<file path="src/nes_cart_pkg.sv">
// ********************
// Cartridge memory map and mapper flags word layout.
// Shared by the loader stages and the console side
// ********************
`default_nettype none

package nes_cart_pkg;

	localparam int CART_ADDR_WIDTH = 22;

	typedef logic [CART_ADDR_WIDTH-1:0] cart_addr_t;

	// PRG ROM sits at the bottom, CHR in the upper half of the 4 MB space
	localparam cart_addr_t PRG_BASE = 22'h000000;
	localparam cart_addr_t CHR_BASE = 22'h200000;

	// Log2 of the page count, rounded up
	typedef logic [2:0] size_code_t;

	typedef logic [31:0] mapper_flags_t;

	// Flags word fields, bits 31:25 are always zero
	localparam int FLAGS_MAPPER_LSB      = 0;
	localparam int FLAGS_MAPPER_MSB      = 7;
	localparam int FLAGS_PRG_SIZE_LSB    = 8;
	localparam int FLAGS_PRG_SIZE_MSB    = 10;
	localparam int FLAGS_CHR_SIZE_LSB    = 11;
	localparam int FLAGS_CHR_SIZE_MSB    = 13;
	localparam int FLAGS_MIRROR_BIT      = 14;
	localparam int FLAGS_CHR_RAM_BIT     = 15;
	localparam int FLAGS_FOUR_SCREEN_BIT = 16;
	localparam int FLAGS_NES20_B8_LSB    = 17; // NES 2.0 byte 8, mapper MSBs and submapper
	localparam int FLAGS_NES20_B8_MSB    = 24;

endpackage

`default_nettype wire

</file>
<file path="src/nes_format_pkg.sv">
// ********************
// iNES file-format constants and the header byte type.
// Imported by the header capture, flags decode and stream writer stages
// ********************
`default_nettype none

package nes_format_pkg;

	// One byte of the image as it arrives from the host
	typedef logic [7:0] header_byte_t;

	localparam int INES_HEADER_BYTES = 16;

	// Signature "NES" followed by MS-DOS end of file
	localparam header_byte_t INES_SIG0 = 8'h4E; // N
	localparam header_byte_t INES_SIG1 = 8'h45; // E
	localparam header_byte_t INES_SIG2 = 8'h53; // S
	localparam header_byte_t INES_SIG3 = 8'h1A;

	// Page sizes counted by header bytes 4 and 5
	localparam int PRG_PAGE_BYTES = 16384;
	localparam int CHR_PAGE_BYTES = 8192;

	// Bit positions inside header byte 6
	localparam int FLAGS6_MIRROR_BIT      = 0; // 1 = vertical
	localparam int FLAGS6_TRAINER_BIT     = 2; // 512-byte trainer present, not supported
	localparam int FLAGS6_FOUR_SCREEN_BIT = 3;

	// Byte 7 bits 3:2 hold this value in an NES 2.0 header
	localparam logic [1:0] NES20_ID_VALUE = 2'd2;

endpackage

`default_nettype wire

</file>
<file path="src/ines_header_capture.sv">
// ********************
// First loader stage. Collects the 16-byte iNES header, checks it and
// passes every later byte on as a body strobe
// ********************
`timescale 1ns/100ps
`default_nettype none

module ines_header_capture (
	input  wire                                clk,
	input  wire                                reset,
	input  wire                                downloading,
	input  wire                                byte_valid,
	input  wire nes_format_pkg::header_byte_t  byte_data,
	output logic                               load_start,
	output logic                               hdr_ok,
	output logic                               hdr_bad,
	output logic                               body_valid,
	output nes_format_pkg::header_byte_t       body_data,
	output nes_format_pkg::header_byte_t       prg_pages,
	output nes_format_pkg::header_byte_t       chr_pages,
	output nes_format_pkg::header_byte_t       flags6,
	output nes_format_pkg::header_byte_t       flags7,
	output nes_format_pkg::header_byte_t [7:0] ext_bytes
);
	import nes_format_pkg::*;

	localparam int CNT_W = $clog2(INES_HEADER_BYTES + 1);
	localparam int IDX_W = $clog2(INES_HEADER_BYTES);
	localparam logic [CNT_W-1:0] HDR_LAST = CNT_W'(INES_HEADER_BYTES - 1);
	localparam logic [CNT_W-1:0] HDR_FULL = CNT_W'(INES_HEADER_BYTES);

	// Field positions in the header
	localparam int PRG_IDX = 4;
	localparam int CHR_IDX = 5;
	localparam int F6_IDX = 6;
	localparam int F7_IDX = 7;
	localparam int EXT_IDX = 8;

	logic             dl_q;
	logic             dl_rise;
	logic             accept;
	logic             in_body;
	logic             hdr_good;
	logic [CNT_W-1:0] hdr_cnt; // Header bytes seen, stops at 16
	header_byte_t     hdr_q [INES_HEADER_BYTES];

	assign dl_rise = downloading && !dl_q;
	assign accept = downloading && byte_valid && !dl_rise;
	assign in_body = (hdr_cnt == HDR_FULL);

	// Bytes 0 to 6 are already stored when byte 16 arrives
	assign hdr_good = (hdr_q[0] == INES_SIG0) && (hdr_q[1] == INES_SIG1) &&
		(hdr_q[2] == INES_SIG2) && (hdr_q[3] == INES_SIG3) &&
		!hdr_q[F6_IDX][FLAGS6_TRAINER_BIT];

	always_ff @(posedge clk) begin
		if (reset) begin
			dl_q <= 1'b0;
			load_start <= 1'b0;
			hdr_ok <= 1'b0;
			hdr_bad <= 1'b0;
			body_valid <= 1'b0;
			hdr_cnt <= '0;
		end else begin
			dl_q <= downloading;
			load_start <= dl_rise;
			hdr_ok <= 1'b0;
			hdr_bad <= 1'b0;
			body_valid <= 1'b0;
			if (dl_rise) begin
				hdr_cnt <= '0; // New image, start over
			end else if (accept) begin
				if (in_body) begin
					body_valid <= 1'b1;
				end else begin
					hdr_cnt <= hdr_cnt + 1'b1;
					if (hdr_cnt == HDR_LAST) begin
						hdr_ok <= hdr_good;
						hdr_bad <= !hdr_good;
					end
				end
			end
		end
	end

	always_ff @(posedge clk) begin
		if (accept && !in_body)
			hdr_q[hdr_cnt[IDX_W-1:0]] <= byte_data;
		if (accept)
			body_data <= byte_data;
	end

	assign prg_pages = hdr_q[PRG_IDX];
	assign chr_pages = hdr_q[CHR_IDX];
	assign flags6 = hdr_q[F6_IDX];
	assign flags7 = hdr_q[F7_IDX];

	always_comb begin
		for (int i = 0; i < 8; i++)
			ext_bytes[i] = hdr_q[EXT_IDX + i];
	end

endmodule

`default_nettype wire

</file>
<file path="src/mapper_flags_decode.sv">
// ********************
// Builds the 32-bit mapper flags word from the captured header.
// Loaded on hdr_ok, cleared at the start of each download
// ********************
`timescale 1ns/100ps
`default_nettype none

module mapper_flags_decode (
	input  wire                                clk,
	input  wire                                reset,
	input  wire                                load_start,
	input  wire                                hdr_ok,
	input  wire                                invert_mirroring,
	input  wire nes_format_pkg::header_byte_t  prg_pages,
	input  wire nes_format_pkg::header_byte_t  chr_pages,
	input  wire nes_format_pkg::header_byte_t  flags6,
	input  wire nes_format_pkg::header_byte_t  flags7,
	input  wire nes_format_pkg::header_byte_t [7:0] ext_bytes,
	output nes_cart_pkg::mapper_flags_t        mapper_flags
);
	import nes_format_pkg::*;
	import nes_cart_pkg::*;

	// Smallest k with pages <= 2^k, 7 covers everything above 64 pages
	function automatic size_code_t size_code(input header_byte_t pages);
		size_code_t code;
		code = 3'd7;
		for (int k = 6; k >= 0; k--) begin
			if ({1'b0, pages} <= (9'd1 << k))
				code = size_code_t'(k);
		end
		return code;
	endfunction

	logic          is_nes20;
	logic          is_dirty;
	header_byte_t  mapper_num;
	header_byte_t  nes20_byte8;
	mapper_flags_t flags_next;

	assign is_nes20 = (flags7[3:2] == NES20_ID_VALUE);

	// Old dumps with ripper tags in bytes 8 to 15 carry junk in the
	// upper mapper nibble as well
	assign is_dirty = !is_nes20 && (|ext_bytes);

	assign mapper_num = {is_dirty ? 4'h0 : flags7[7:4], flags6[7:4]};
	assign nes20_byte8 = is_nes20 ? ext_bytes[0] : 8'h00;

	always_comb begin
		flags_next = '0;
		flags_next[FLAGS_MAPPER_MSB:FLAGS_MAPPER_LSB] = mapper_num;
		flags_next[FLAGS_PRG_SIZE_MSB:FLAGS_PRG_SIZE_LSB] = size_code(prg_pages);
		flags_next[FLAGS_CHR_SIZE_MSB:FLAGS_CHR_SIZE_LSB] = size_code(chr_pages);
		flags_next[FLAGS_MIRROR_BIT] = flags6[FLAGS6_MIRROR_BIT] ^ invert_mirroring;
		flags_next[FLAGS_CHR_RAM_BIT] = (chr_pages == 8'h00); // No CHR ROM means CHR RAM
		flags_next[FLAGS_FOUR_SCREEN_BIT] = flags6[FLAGS6_FOUR_SCREEN_BIT];
		flags_next[FLAGS_NES20_B8_MSB:FLAGS_NES20_B8_LSB] = nes20_byte8;
	end

	always_ff @(posedge clk) begin
		if (reset || load_start)
			mapper_flags <= '0;
		else if (hdr_ok)
			mapper_flags <= flags_next;
	end

endmodule

`default_nettype wire

</file>
<file path="src/mem_write_stage.sv">
// ********************
// Holds one pending memory write and lets it out in the console memory
// slot, the last cycle of each CE_PERIOD-long clock enable round
// ********************
`timescale 1ns/100ps
`default_nettype none

module mem_write_stage #(
	parameter int CE_PERIOD = 4
) (
	input  wire                      clk,
	input  wire                      reset,
	input  wire                      wr_req,
	input  wire nes_cart_pkg::cart_addr_t wr_addr,
	input  wire [7:0]                wr_data,
	output logic                     mem_write,
	output nes_cart_pkg::cart_addr_t mem_addr,
	output logic [7:0]               mem_data
);
	localparam int SLOT_W = (CE_PERIOD > 1) ? $clog2(CE_PERIOD) : 1;
	localparam logic [SLOT_W-1:0] SLOT_LAST = SLOT_W'(CE_PERIOD - 1);

	logic [SLOT_W-1:0] slot_q; // Free-running, shared phase with the console
	logic              pending_q;

	always_ff @(posedge clk) begin
		if (reset || slot_q == SLOT_LAST)
			slot_q <= '0;
		else
			slot_q <= slot_q + 1'b1;
	end

	// A newer request overwrites one still waiting
	always_ff @(posedge clk) begin
		if (reset)
			pending_q <= 1'b0;
		else if (wr_req)
			pending_q <= 1'b1;
		else if (mem_write)
			pending_q <= 1'b0;
	end

	always_ff @(posedge clk) begin
		if (wr_req) begin
			mem_addr <= wr_addr;
			mem_data <= wr_data;
		end
	end

	assign mem_write = pending_q && (slot_q == SLOT_LAST);

endmodule

`default_nettype wire

</file>
<file path="src/nes_cart_loader.sv">
// ********************
// Cartridge loader top. Chains header capture, flags decode, stream
// writer and the slot-timed write stage
// ********************
`timescale 1ns/100ps
`default_nettype none

module nes_cart_loader #(
	parameter int CE_PERIOD = 4 // Console runs on every 4th clock
) (
	input  wire                           clk,
	input  wire                           reset,
	input  wire                           downloading,
	input  wire                           byte_valid,
	input  wire [7:0]                     byte_data,
	input  wire                           invert_mirroring,
	output logic                          mem_write,
	output nes_cart_pkg::cart_addr_t      mem_addr,
	output logic [7:0]                    mem_data,
	output logic                          done,
	output logic                          error,
	output nes_cart_pkg::mapper_flags_t   mapper_flags
);
	import nes_format_pkg::*;
	import nes_cart_pkg::*;

	logic             load_start;
	logic             hdr_ok;
	logic             hdr_bad;
	logic             body_valid;
	header_byte_t     body_data;
	header_byte_t     prg_pages;
	header_byte_t     chr_pages;
	header_byte_t     flags6;
	header_byte_t     flags7;
	header_byte_t [7:0] ext_bytes;
	logic             wr_req;
	cart_addr_t       wr_addr;
	header_byte_t     wr_data;

	ines_header_capture u_capture (
		.clk, .reset, .downloading, .byte_valid, .byte_data,
		.load_start, .hdr_ok, .hdr_bad, .body_valid, .body_data,
		.prg_pages, .chr_pages, .flags6, .flags7, .ext_bytes
	);

	mapper_flags_decode u_flags (
		.clk, .reset, .load_start, .hdr_ok, .invert_mirroring,
		.prg_pages, .chr_pages, .flags6, .flags7, .ext_bytes,
		.mapper_flags
	);

	rom_stream_writer u_writer (
		.clk, .reset, .load_start, .hdr_ok, .hdr_bad,
		.body_valid, .body_data, .prg_pages, .chr_pages,
		.wr_req, .wr_addr, .wr_data, .done, .error
	);

	mem_write_stage #(
		.CE_PERIOD(CE_PERIOD)
	) u_stage (
		.clk, .reset, .wr_req, .wr_addr, .wr_data,
		.mem_write, .mem_addr, .mem_data
	);

endmodule

`default_nettype wire

</file>
<file path="src/rom_stream_writer.sv">
// ********************
// Counts the PRG and CHR body bytes and turns each one into a write
// request with its cartridge address. Drives the done and error levels
// ********************
`timescale 1ns/100ps
`default_nettype none

module rom_stream_writer (
	input  wire                               clk,
	input  wire                               reset,
	input  wire                               load_start,
	input  wire                               hdr_ok,
	input  wire                               hdr_bad,
	input  wire                               body_valid,
	input  wire nes_format_pkg::header_byte_t body_data,
	input  wire nes_format_pkg::header_byte_t prg_pages,
	input  wire nes_format_pkg::header_byte_t chr_pages,
	output logic                              wr_req,
	output nes_cart_pkg::cart_addr_t          wr_addr,
	output nes_format_pkg::header_byte_t      wr_data,
	output logic                              done,
	output logic                              error
);
	import nes_format_pkg::*;
	import nes_cart_pkg::*;

	typedef enum logic [1:0] {
		PH_PRG,
		PH_CHR,
		PH_END // Idle between images and after the last counted byte
	} phase_t;

	phase_t     phase;
	cart_addr_t bytes_left;
	cart_addr_t next_addr;
	cart_addr_t prg_bytes;
	cart_addr_t chr_bytes;
	logic       accept;
	logic       last_byte;

	// 255 PRG pages still fit in 22 bits
	assign prg_bytes = cart_addr_t'(prg_pages) * cart_addr_t'(PRG_PAGE_BYTES);
	assign chr_bytes = cart_addr_t'(chr_pages) * cart_addr_t'(CHR_PAGE_BYTES);

	assign accept = body_valid && (phase != PH_END); // Trailing bytes fall through
	assign last_byte = (bytes_left == cart_addr_t'(1));

	always_ff @(posedge clk) begin
		if (reset) begin
			phase <= PH_END;
			bytes_left <= '0;
			wr_req <= 1'b0;
			done <= 1'b0;
			error <= 1'b0;
		end else begin
			wr_req <= 1'b0;
			if (load_start) begin
				phase <= PH_END;
				done <= 1'b0;
				error <= 1'b0;
			end else if (hdr_bad) begin
				phase <= PH_END;
				done <= 1'b1;
				error <= 1'b1;
			end else if (hdr_ok) begin
				if (prg_pages != 8'h00) begin
					phase <= PH_PRG;
					bytes_left <= prg_bytes;
				end else if (chr_pages != 8'h00) begin
					phase <= PH_CHR;
					bytes_left <= chr_bytes;
				end else begin
					done <= 1'b1; // Empty image
				end
			end else if (accept) begin
				wr_req <= 1'b1;
				bytes_left <= bytes_left - 1'b1;
				if (last_byte) begin
					if (phase == PH_PRG && chr_pages != 8'h00) begin
						phase <= PH_CHR;
						bytes_left <= chr_bytes;
					end else begin
						phase <= PH_END;
						done <= 1'b1;
					end
				end
			end
		end
	end

	always_ff @(posedge clk) begin
		if (hdr_ok) begin
			next_addr <= (prg_pages != 8'h00) ? PRG_BASE : CHR_BASE;
		end else if (accept) begin
			wr_addr <= next_addr;
			wr_data <= body_data;
			// Jump to the CHR region after the last PRG byte
			next_addr <= (last_byte && phase == PH_PRG) ? CHR_BASE : next_addr + 1'b1;
		end
	end

endmodule

`default_nettype wire
</file>
<file path="config.mk">
export PLATFORM = sky130hd
export DESIGN_NAME = nes_cart_loader
export DESIGN_NICKNAME = d
export VERILOG_FILES = /design/src/nes_cart_pkg.sv /design/src/nes_format_pkg.sv /design/src/ines_header_capture.sv /design/src/mapper_flags_decode.sv /design/src/mem_write_stage.sv /design/src/nes_cart_loader.sv /design/src/rom_stream_writer.sv
export SDC_FILE = /design/constraint.sdc
export NUM_CORES = 1
export LEC_CHECK = 0
export BUFFER_PORTS_ARGS = -buffer_cell sky130_fd_sc_hd__clkbuf_2
export CORE_ASPECT_RATIO = 2
export CORE_MARGIN = 4
export CORE_UTILIZATION = 55
export DETAILED_ROUTE_END_ITERATION = 10
export HOLD_SLACK_MARGIN = 0.1
export PLACE_DENSITY = 0.72
export SLEW_MARGIN = 20
export SYNTH_ARGS = -nofsm -noshare
export SYNTH_HDL_FRONTEND = slang
export SYNTH_SLANG_ARGS = --single-unit
</file>
<file path="constraint.sdc">
create_clock -name clk -period 3.9 [get_ports clk]
set_clock_uncertainty 0.2 [all_clocks]
set_input_delay 0.78 -clock clk [delete_from_list [all_inputs] [get_ports clk]]
set_output_delay 0.78 -clock clk [all_outputs]
set_load 0.03 [all_outputs]
</file>
== After elaboration in Yosys (flattened, before gate mapping) ==
Memories as Yosys holds them, arrays and structs flattened.
Index checks and enable logic that the tools add are counted.
Storage, ports and cells
  bits in registers: 155
  latch bits: 0
  bits in writable memories: 128
  ROM bits: 0
  memories kept: 1
Memory list
  u_capture.hdr_q: depth 16, bits a word 8, read ports 16, clocked after Yosys merged registers in 0, wr ports 1, RTL line ines_header_capture.sv:45  | header_byte_t hdr_q [INES_HEADER_BYTES];
Operators by class
  add/subtract/negate cells: 4
  $mul: 0
  div/mod/pow operators: 0
  $lt $le $gt $ge: 14
  equal/unequal tests: 14
  shifts and indexed selects: 0
  multiplexer cells: 45
  bitwise operators: 7
  reduce and logical (&&, ||, !) cells: 42
Operators with widths (count)
  $mux 22: 10
  $reduce_or 64->1: 1
  $eq 8x7->1 const B: 3
  $mux 3: 8
  $add 22x1->22 const B: 1
  $eq 22x1->1 const B: 1
  $sub 22x1->22 const B: 1
  $mux 2: 10
  $le 8x1->1 const B: 2
  $le 8x2->1 const B: 2
  $le 8x3->1 const B: 2
  $le 8x4->1 const B: 2
  $le 8x5->1 const B: 2
  $le 8x6->1 const B: 2
  $le 8x7->1 const B: 2
  $reduce_bool 8->1: 2
  $mux 1: 15
  $logic_and 1x1->1: 13
  $ne 3x3->1 const B: 3
  $eq 8x5->1 const B: 1
  $logic_not 8->1: 1
  $mux 8: 1
  $logic_not 1->1: 6
  $not 1->1: 6
  21 further kinds: 29

== Longest topological paths before layout ==
An unclocked memory read counts as a cell.
  depth after elaboration: 9
  depth in mapped cells: 10
  gate-level depth less buffers: 8

== Cells and area by module ==
A second synthesis with hierarchy kept.
Second synthesis, totals
  cells, all modules: 786
  area total of the unflattened synthesis: 11069.4 um^2
By module, submodules not included
  ines_header_capture: instances 1, cells each 213, area each 4783.3 um^2
  rom_stream_writer: instances 1, cells each 363, area each 3860.0 um^2
  mapper_flags_decode: instances 1, cells each 170, area each 1413.9 um^2
  mem_write_stage: instances 1, cells each 40, area each 1012.2 um^2

== Worst setup path after synthesis ==
No wires, ideal clock.
  path kind: reg-to-reg
  start: register u_writer.bytes_left[1]
  end: register u_writer.bytes_left[14]
  setup time: 0.117 ns
  data arrival time: 2.406 ns
  path slack: 1.177 ns
  stages on the path, launching flop included: 10
  buffers on the path: 1
  clock period less this slack: 2.723 ns
  cells stage by stage: dfxtp_1 > clkbuf_1 > inv_1 > ha_1 > or3b_2 > or4_4 > nor2_1 > a21boi_0 > or3_1 > a32o_1
Between the ends
  longest elaborated chain between the ends: 5
  elaborated cells on any way between the ends: 6
  those cells by class: add/sub (1); eq/ne (1); mux (4)
Ends and longest elaborated chain
  start, declared: RTL line rom_stream_writer.sv:34  | cart_addr_t bytes_left;
  start signal, assigned: RTL line rom_stream_writer.sv:68  | bytes_left <= prg_bytes;
  start signal, assigned: RTL line rom_stream_writer.sv:71  | bytes_left <= chr_bytes;
  start signal, assigned: RTL line rom_stream_writer.sv:77  | bytes_left <= bytes_left - 1'b1;
  $sub 22x1->22: RTL line rom_stream_writer.sv:77
  $mux 22: RTL line rom_stream_writer.sv:79  | if (phase == PH_PRG && chr_pages != 8'h00) begin
  $mux 22 (*): RTL line rom_stream_writer.sv:78  | if (last_byte) begin
  $mux 22 (*): RTL line rom_stream_writer.sv:75  | end else if (accept) begin
  $mux 22 (*): RTL line rom_stream_writer.sv:65  | end else if (hdr_ok) begin
Mark *: on every way between the ends. The rest lies on a longest branch, timed or not. The select of a mux whose other input is x is not followed.
A chain may end at the register's enable or synchronous reset.

== Worst setup path after layout ==
  start: register u_writer.bytes_left[12]
  end: register u_writer.next_addr[13] (data pin)
Between the ends
  longest elaborated chain between the ends: 5
Ends and longest elaborated chain
  $eq 22x1->1: RTL line rom_stream_writer.sv:46  | assign last_byte = (bytes_left == cart_addr_t'(1));
  $logic_and 1x1->1: RTL line rom_stream_writer.sv:98  | next_addr <= (last_byte && phase == PH_PRG) ? CHR_BASE : next_addr + 1'b1;
  $mux 22: RTL line rom_stream_writer.sv:98
  $mux 22: RTL line rom_stream_writer.sv:94  | end else if (accept) begin
  $mux 22: RTL line rom_stream_writer.sv:92  | if (hdr_ok) begin
  end signal, assigned: RTL line rom_stream_writer.sv:93  | next_addr <= (prg_pages != 8'h00) ? PRG_BASE : CHR_BASE;
  end signal, assigned: RTL line rom_stream_writer.sv:98
  end, declared: RTL line rom_stream_writer.sv:35  | cart_addr_t next_addr;
No other way between the ends. The select of a mux whose other input is x is not followed.

==> impl.org <==
** CTS
- Register clock-pin slew on the reported worst setup and hold paths :: 0.07 ns
- Number of buffers added to fix hold violations after cts :: 0
- Clock network latency to the later pin of the worst-skew pair :: 0.52 ns
- In this run the post-CTS setup repair buffer count came out at 0.
- Num Clock Sinks :: 280
- In this run the number of H-tree levels came out at 1.
- The clock passes through at most 3 buffers.
- Post-CTS repair changed the size of 0 cells.
- TritonCTS clock tree :: built
- Counting the buffers created by CTS gives 23.
- The root buffer cell chosen for the clock tree is clkbuf_16.

** Placement
- Placer Congestion :: 0.9078
- Detailed placer's ending HPWL :: 14750 um
- Input and output buffers added on the ports amount to 70.
- Area after DPL :: 11370 um^2

** Outcome
- The run finished with clean final reports.

** Timing
- Max-slew violations :: 0
- Measured against its own limit, the worst slew margin works out to 42.57%.
- Derived from the worst setup path, the maximum achievable clock frequency is 326.5 MHz.
- Setup tns final :: 0 ns
- The final hold violation count is 0.
- Across all hold checks on the routed design, the worst slack comes to 0.2168 ns.
- Measured slew at the worst slew-check pin :: 0.8535 ns
- Setup violations remaining at the end of the flow were counted as 0.
- Ratio of final minimum period to clock period :: 78.53%
- Subtracting the final worst setup slack from the clock period gives 3.063 ns.
- Setup repair after global routing left no endpoint under its margin.

** Worst setup path
- Kind of end point of the critical path :: register
- STA puts the critical path data arrival time at 3.11 ns.
- Maximum fanout along the worst path :: 22
- The critical path is of the reg -> reg type.
- CP startpoint kind :: register
- Worst path cell trace :: or4_4 -> or4_4 -> nor2_1 -> a21o_1 -> nor2_1
- Highest cell delay on the worst timing path :: 0.63 ns
- At the worst endpoint, the required time is 3.95 ns.
- Max stage delay cell, worst path :: a21o_1

** Logic synthesis
- Flip-flop cell with the highest count after synthesis :: edfxtp_1
- Average instance area after synthesis :: 13.55 um^2
- Counting instances in the post-synthesis netlist gives the leading cell types as 215 x edfxtp_1, 87 x nor2_1, 65 x dfxtp_1.
- Largest area contributor in the synthesized netlist :: edfxtp_1
- Cell with the most instances after synthesis :: edfxtp_1
- Yosys attributes the largest share of cell area to edfxtp_1 60%, dfxtp_1 12%, nor2_1 3.0%, a21oi_1 1.8%, nand2_1 1.8%.
- Of all flip-flops after synthesis, the portion carrying an async set or reset was 0%.
- Register area share after synthesis :: 71.83%
- Fraction of synthesized cell area taken by the top area cell type :: 59.78%
- After technology mapping, the gate count stands at 797.
- In this run, distinct cell masters in the synthesized netlist total 64.
- The synthesized design contains 215 enable-type register cells.
- After synthesis the netlist holds a flip-flop and latch count of 280.
- Syn Std Cell Area :: 10800 um^2
- Number of warning messages in the yosys log :: 0

** Cells and area
- Final non-filler cell area :: 12100 um^2
- Final net count :: 893
- The area growth from synthesis to layout is 12.07%.
- The repair_antennas step left the layout with diodes totalling 0.
- Post-layout utilization of the core :: 62.49%
- Fraction of layout instances using a drive strength above 1 :: 14.75%

** Power and ir drop
- For this design the ratio of total power to cell area is 455.1 nW/um^2.
- VDD sags by at most 403.5 uV.
- Static leakage power :: 4.179 nW

** Die
- The die covers 22080 um^2.
- IO Count :: 78
- Number of core rows :: 72
- Once the floorplan was initialized, standard cells occupied 55.76% of the core.
- Die span in y :: 206.2 um
- The die is 107.1 um wide.
- CORE AREA :: 19370 um^2

** Run
- Maximum capacitance violations :: 0

** Routing
- In the final routed layout, each cell accounts on average for 18.48 um.
- For this block, the initial DRC count from the detailed router was 272.
- After detailed routing, the number of vias per cell comes to 5.638.
- The final route contains 6467 vias.
- Final wirelength :: 21200 um
- Once detail routing completed, the nets flagged for antenna violations numbered 0.
- DRC violation count after routing :: 0
- The first detailed-routing pass ran for 5 iterations.

** Global routing
- The first global-routing pass estimated 33640 um of wire.
- In the global route stage, overall resource usage came out at 19.64%.
- The number of global-route vias before repair came to 6484.
- For this run the aggregate overflow at the end of global routing stands at 0.
- Entering global routing, the biggest net connects 27 pins.
- Number of antenna violations at the first check in global routing :: 0

** Min path
- Class of the tightest hold or removal check :: reg -> reg
-- through the flow --
stage / cells / worst slack, ns / power [mW]
after floorplan: 803 / 1.177 / 3.302
after global placement: 1105 / 0.8440 / 3.342
after detailed placement: 1105 / 0.8156 / 3.343
after CTS: 1147 / 0.8212 / 5.547
after global routing: 1147 / 0.6621 / 5.674
final: 1147 / 0.8374 / 5.508
-- report_power, final --
group / internal, mW / switching, mW / total (mW)
sequential: 3.20 / 0.00311 / 3.20
combinational: 0.0127 / 0.0614 / 0.0740
clock: 1.24 / 0.996 / 2.23
total: 4.45 / 1.06 / 5.51
-- layout make-up --
cell class / instances / area (um^2)
sequential: 280 / 7757
clock inverter: 11 / 122.6
clock buffer: 31 / 605.6
fill: 1451 / 7266
multi-input combinational: 467 / 2804
tap: 259 / 324.1
timing repair buffer: 78 / 410.4
inverter: 21 / 78.83
-- registers in the layout, indices dropped and copies added, names as in the netlist --
signal,cells
u_writer.wr_data,8
u_stage.mem_addr,22
u_writer.next_addr,22
u_stage.mem_data,8
u_writer.phase,2
u_writer.done,1
u_writer.wr_addr,22
u_writer.wr_req,1
u_stage.pending_q,1
u_capture.hdr_ok,1
u_writer.bytes_left,22
u_capture.dl_q,1
u_stage.slot_q,2
u_capture.hdr_bad,1
u_writer.error,1
u_capture.hdr_cnt,5
u_capture.load_start,1
u_capture.hdr_q,125
u_capture.body_valid,1
u_capture.body_data,8
u_flags.mapper_flags,25
-- layer usage --
| layer | vias to the layer above | track usage (%) | routed length, um |
|---|---|---|---|
| met5 | - | 0 | 0 |
| met4 | 0 | 10.33 | 1161 |
| met3 | 75 | 2.344 | 887 |
| met2 | 187 | 36.60 | 11530 |
| met1 | 3089 | 21.39 | 7615 |
| li1 | 3116 | - | - |
-- path summary, 6_finish.rpt --
path                            from                      to  slack (ns)  cells past startpoint
max reg2reg  u_writer.bytes_left[12]  u_writer.next_addr[13]        0.84                      5
min reg2reg      u_writer.wr_data[5]     u_stage.mem_data[5]        0.22                      0
max          u_writer.bytes_left[12]  u_writer.next_addr[13]        0.84                      5
min              u_writer.wr_data[5]     u_stage.mem_data[5]        0.22                      0
-- cells by family (layout without fill, tap and decap cells) --
kind of cell	Yosys count	count (layout)	share of synthesized area [%]
other	1	7	0.03473
adder cells (fa/ha/maj)	9	9	1.043
AO/OA/AOI/OAI	107	107	6.685
buffers and inverters	56	141	2.433
flip-flops	280	280	71.83
AND/OR/NAND/NOR	303	303	14.48
multiplexers	12	12	1.135
XOR/XNOR	29	29	2.352
-- cell usage in the layout (no fill, tap or decap), types with 3 or more instances in the layout --
master       n
nor3_1      29
nor4_1      25
inv_1       21
clkbuf_16   23
xnor2_1     18
or2_2        3
conb_1       7
and3_1       9
xor2_1      11
a211oi_1     7
clkinv_2     4
or3_1        9
ha_1         9
a21o_1       3
a221oi_1     4
a311oi_1     4
a31oi_1      4
mux2i_1     10
nand3_1     26
nor2_1      86
nand2b_1     3
clkbuf_2    70
clkbuf_1     8
nand2_1     51
nand4_1     14
a21oi_1     39
dfxtp_1     65
o311ai_0     3
o21ai_0     18
or4_4        4
and2_1      17
edfxtp_1   215
nor2b_1      5
buf_4        8
o32ai_1      5
or4_1        5
-- critical path: cells and delay by family (launching register included) --
kind / cells / cell delay [ns]
AO/OA/AOI/OAI: 1 / 0.63
AND/OR/NAND/NOR: 4 / 1.61
flip-flops: 1 / 0.35
(Power assumes the default switching activity.)
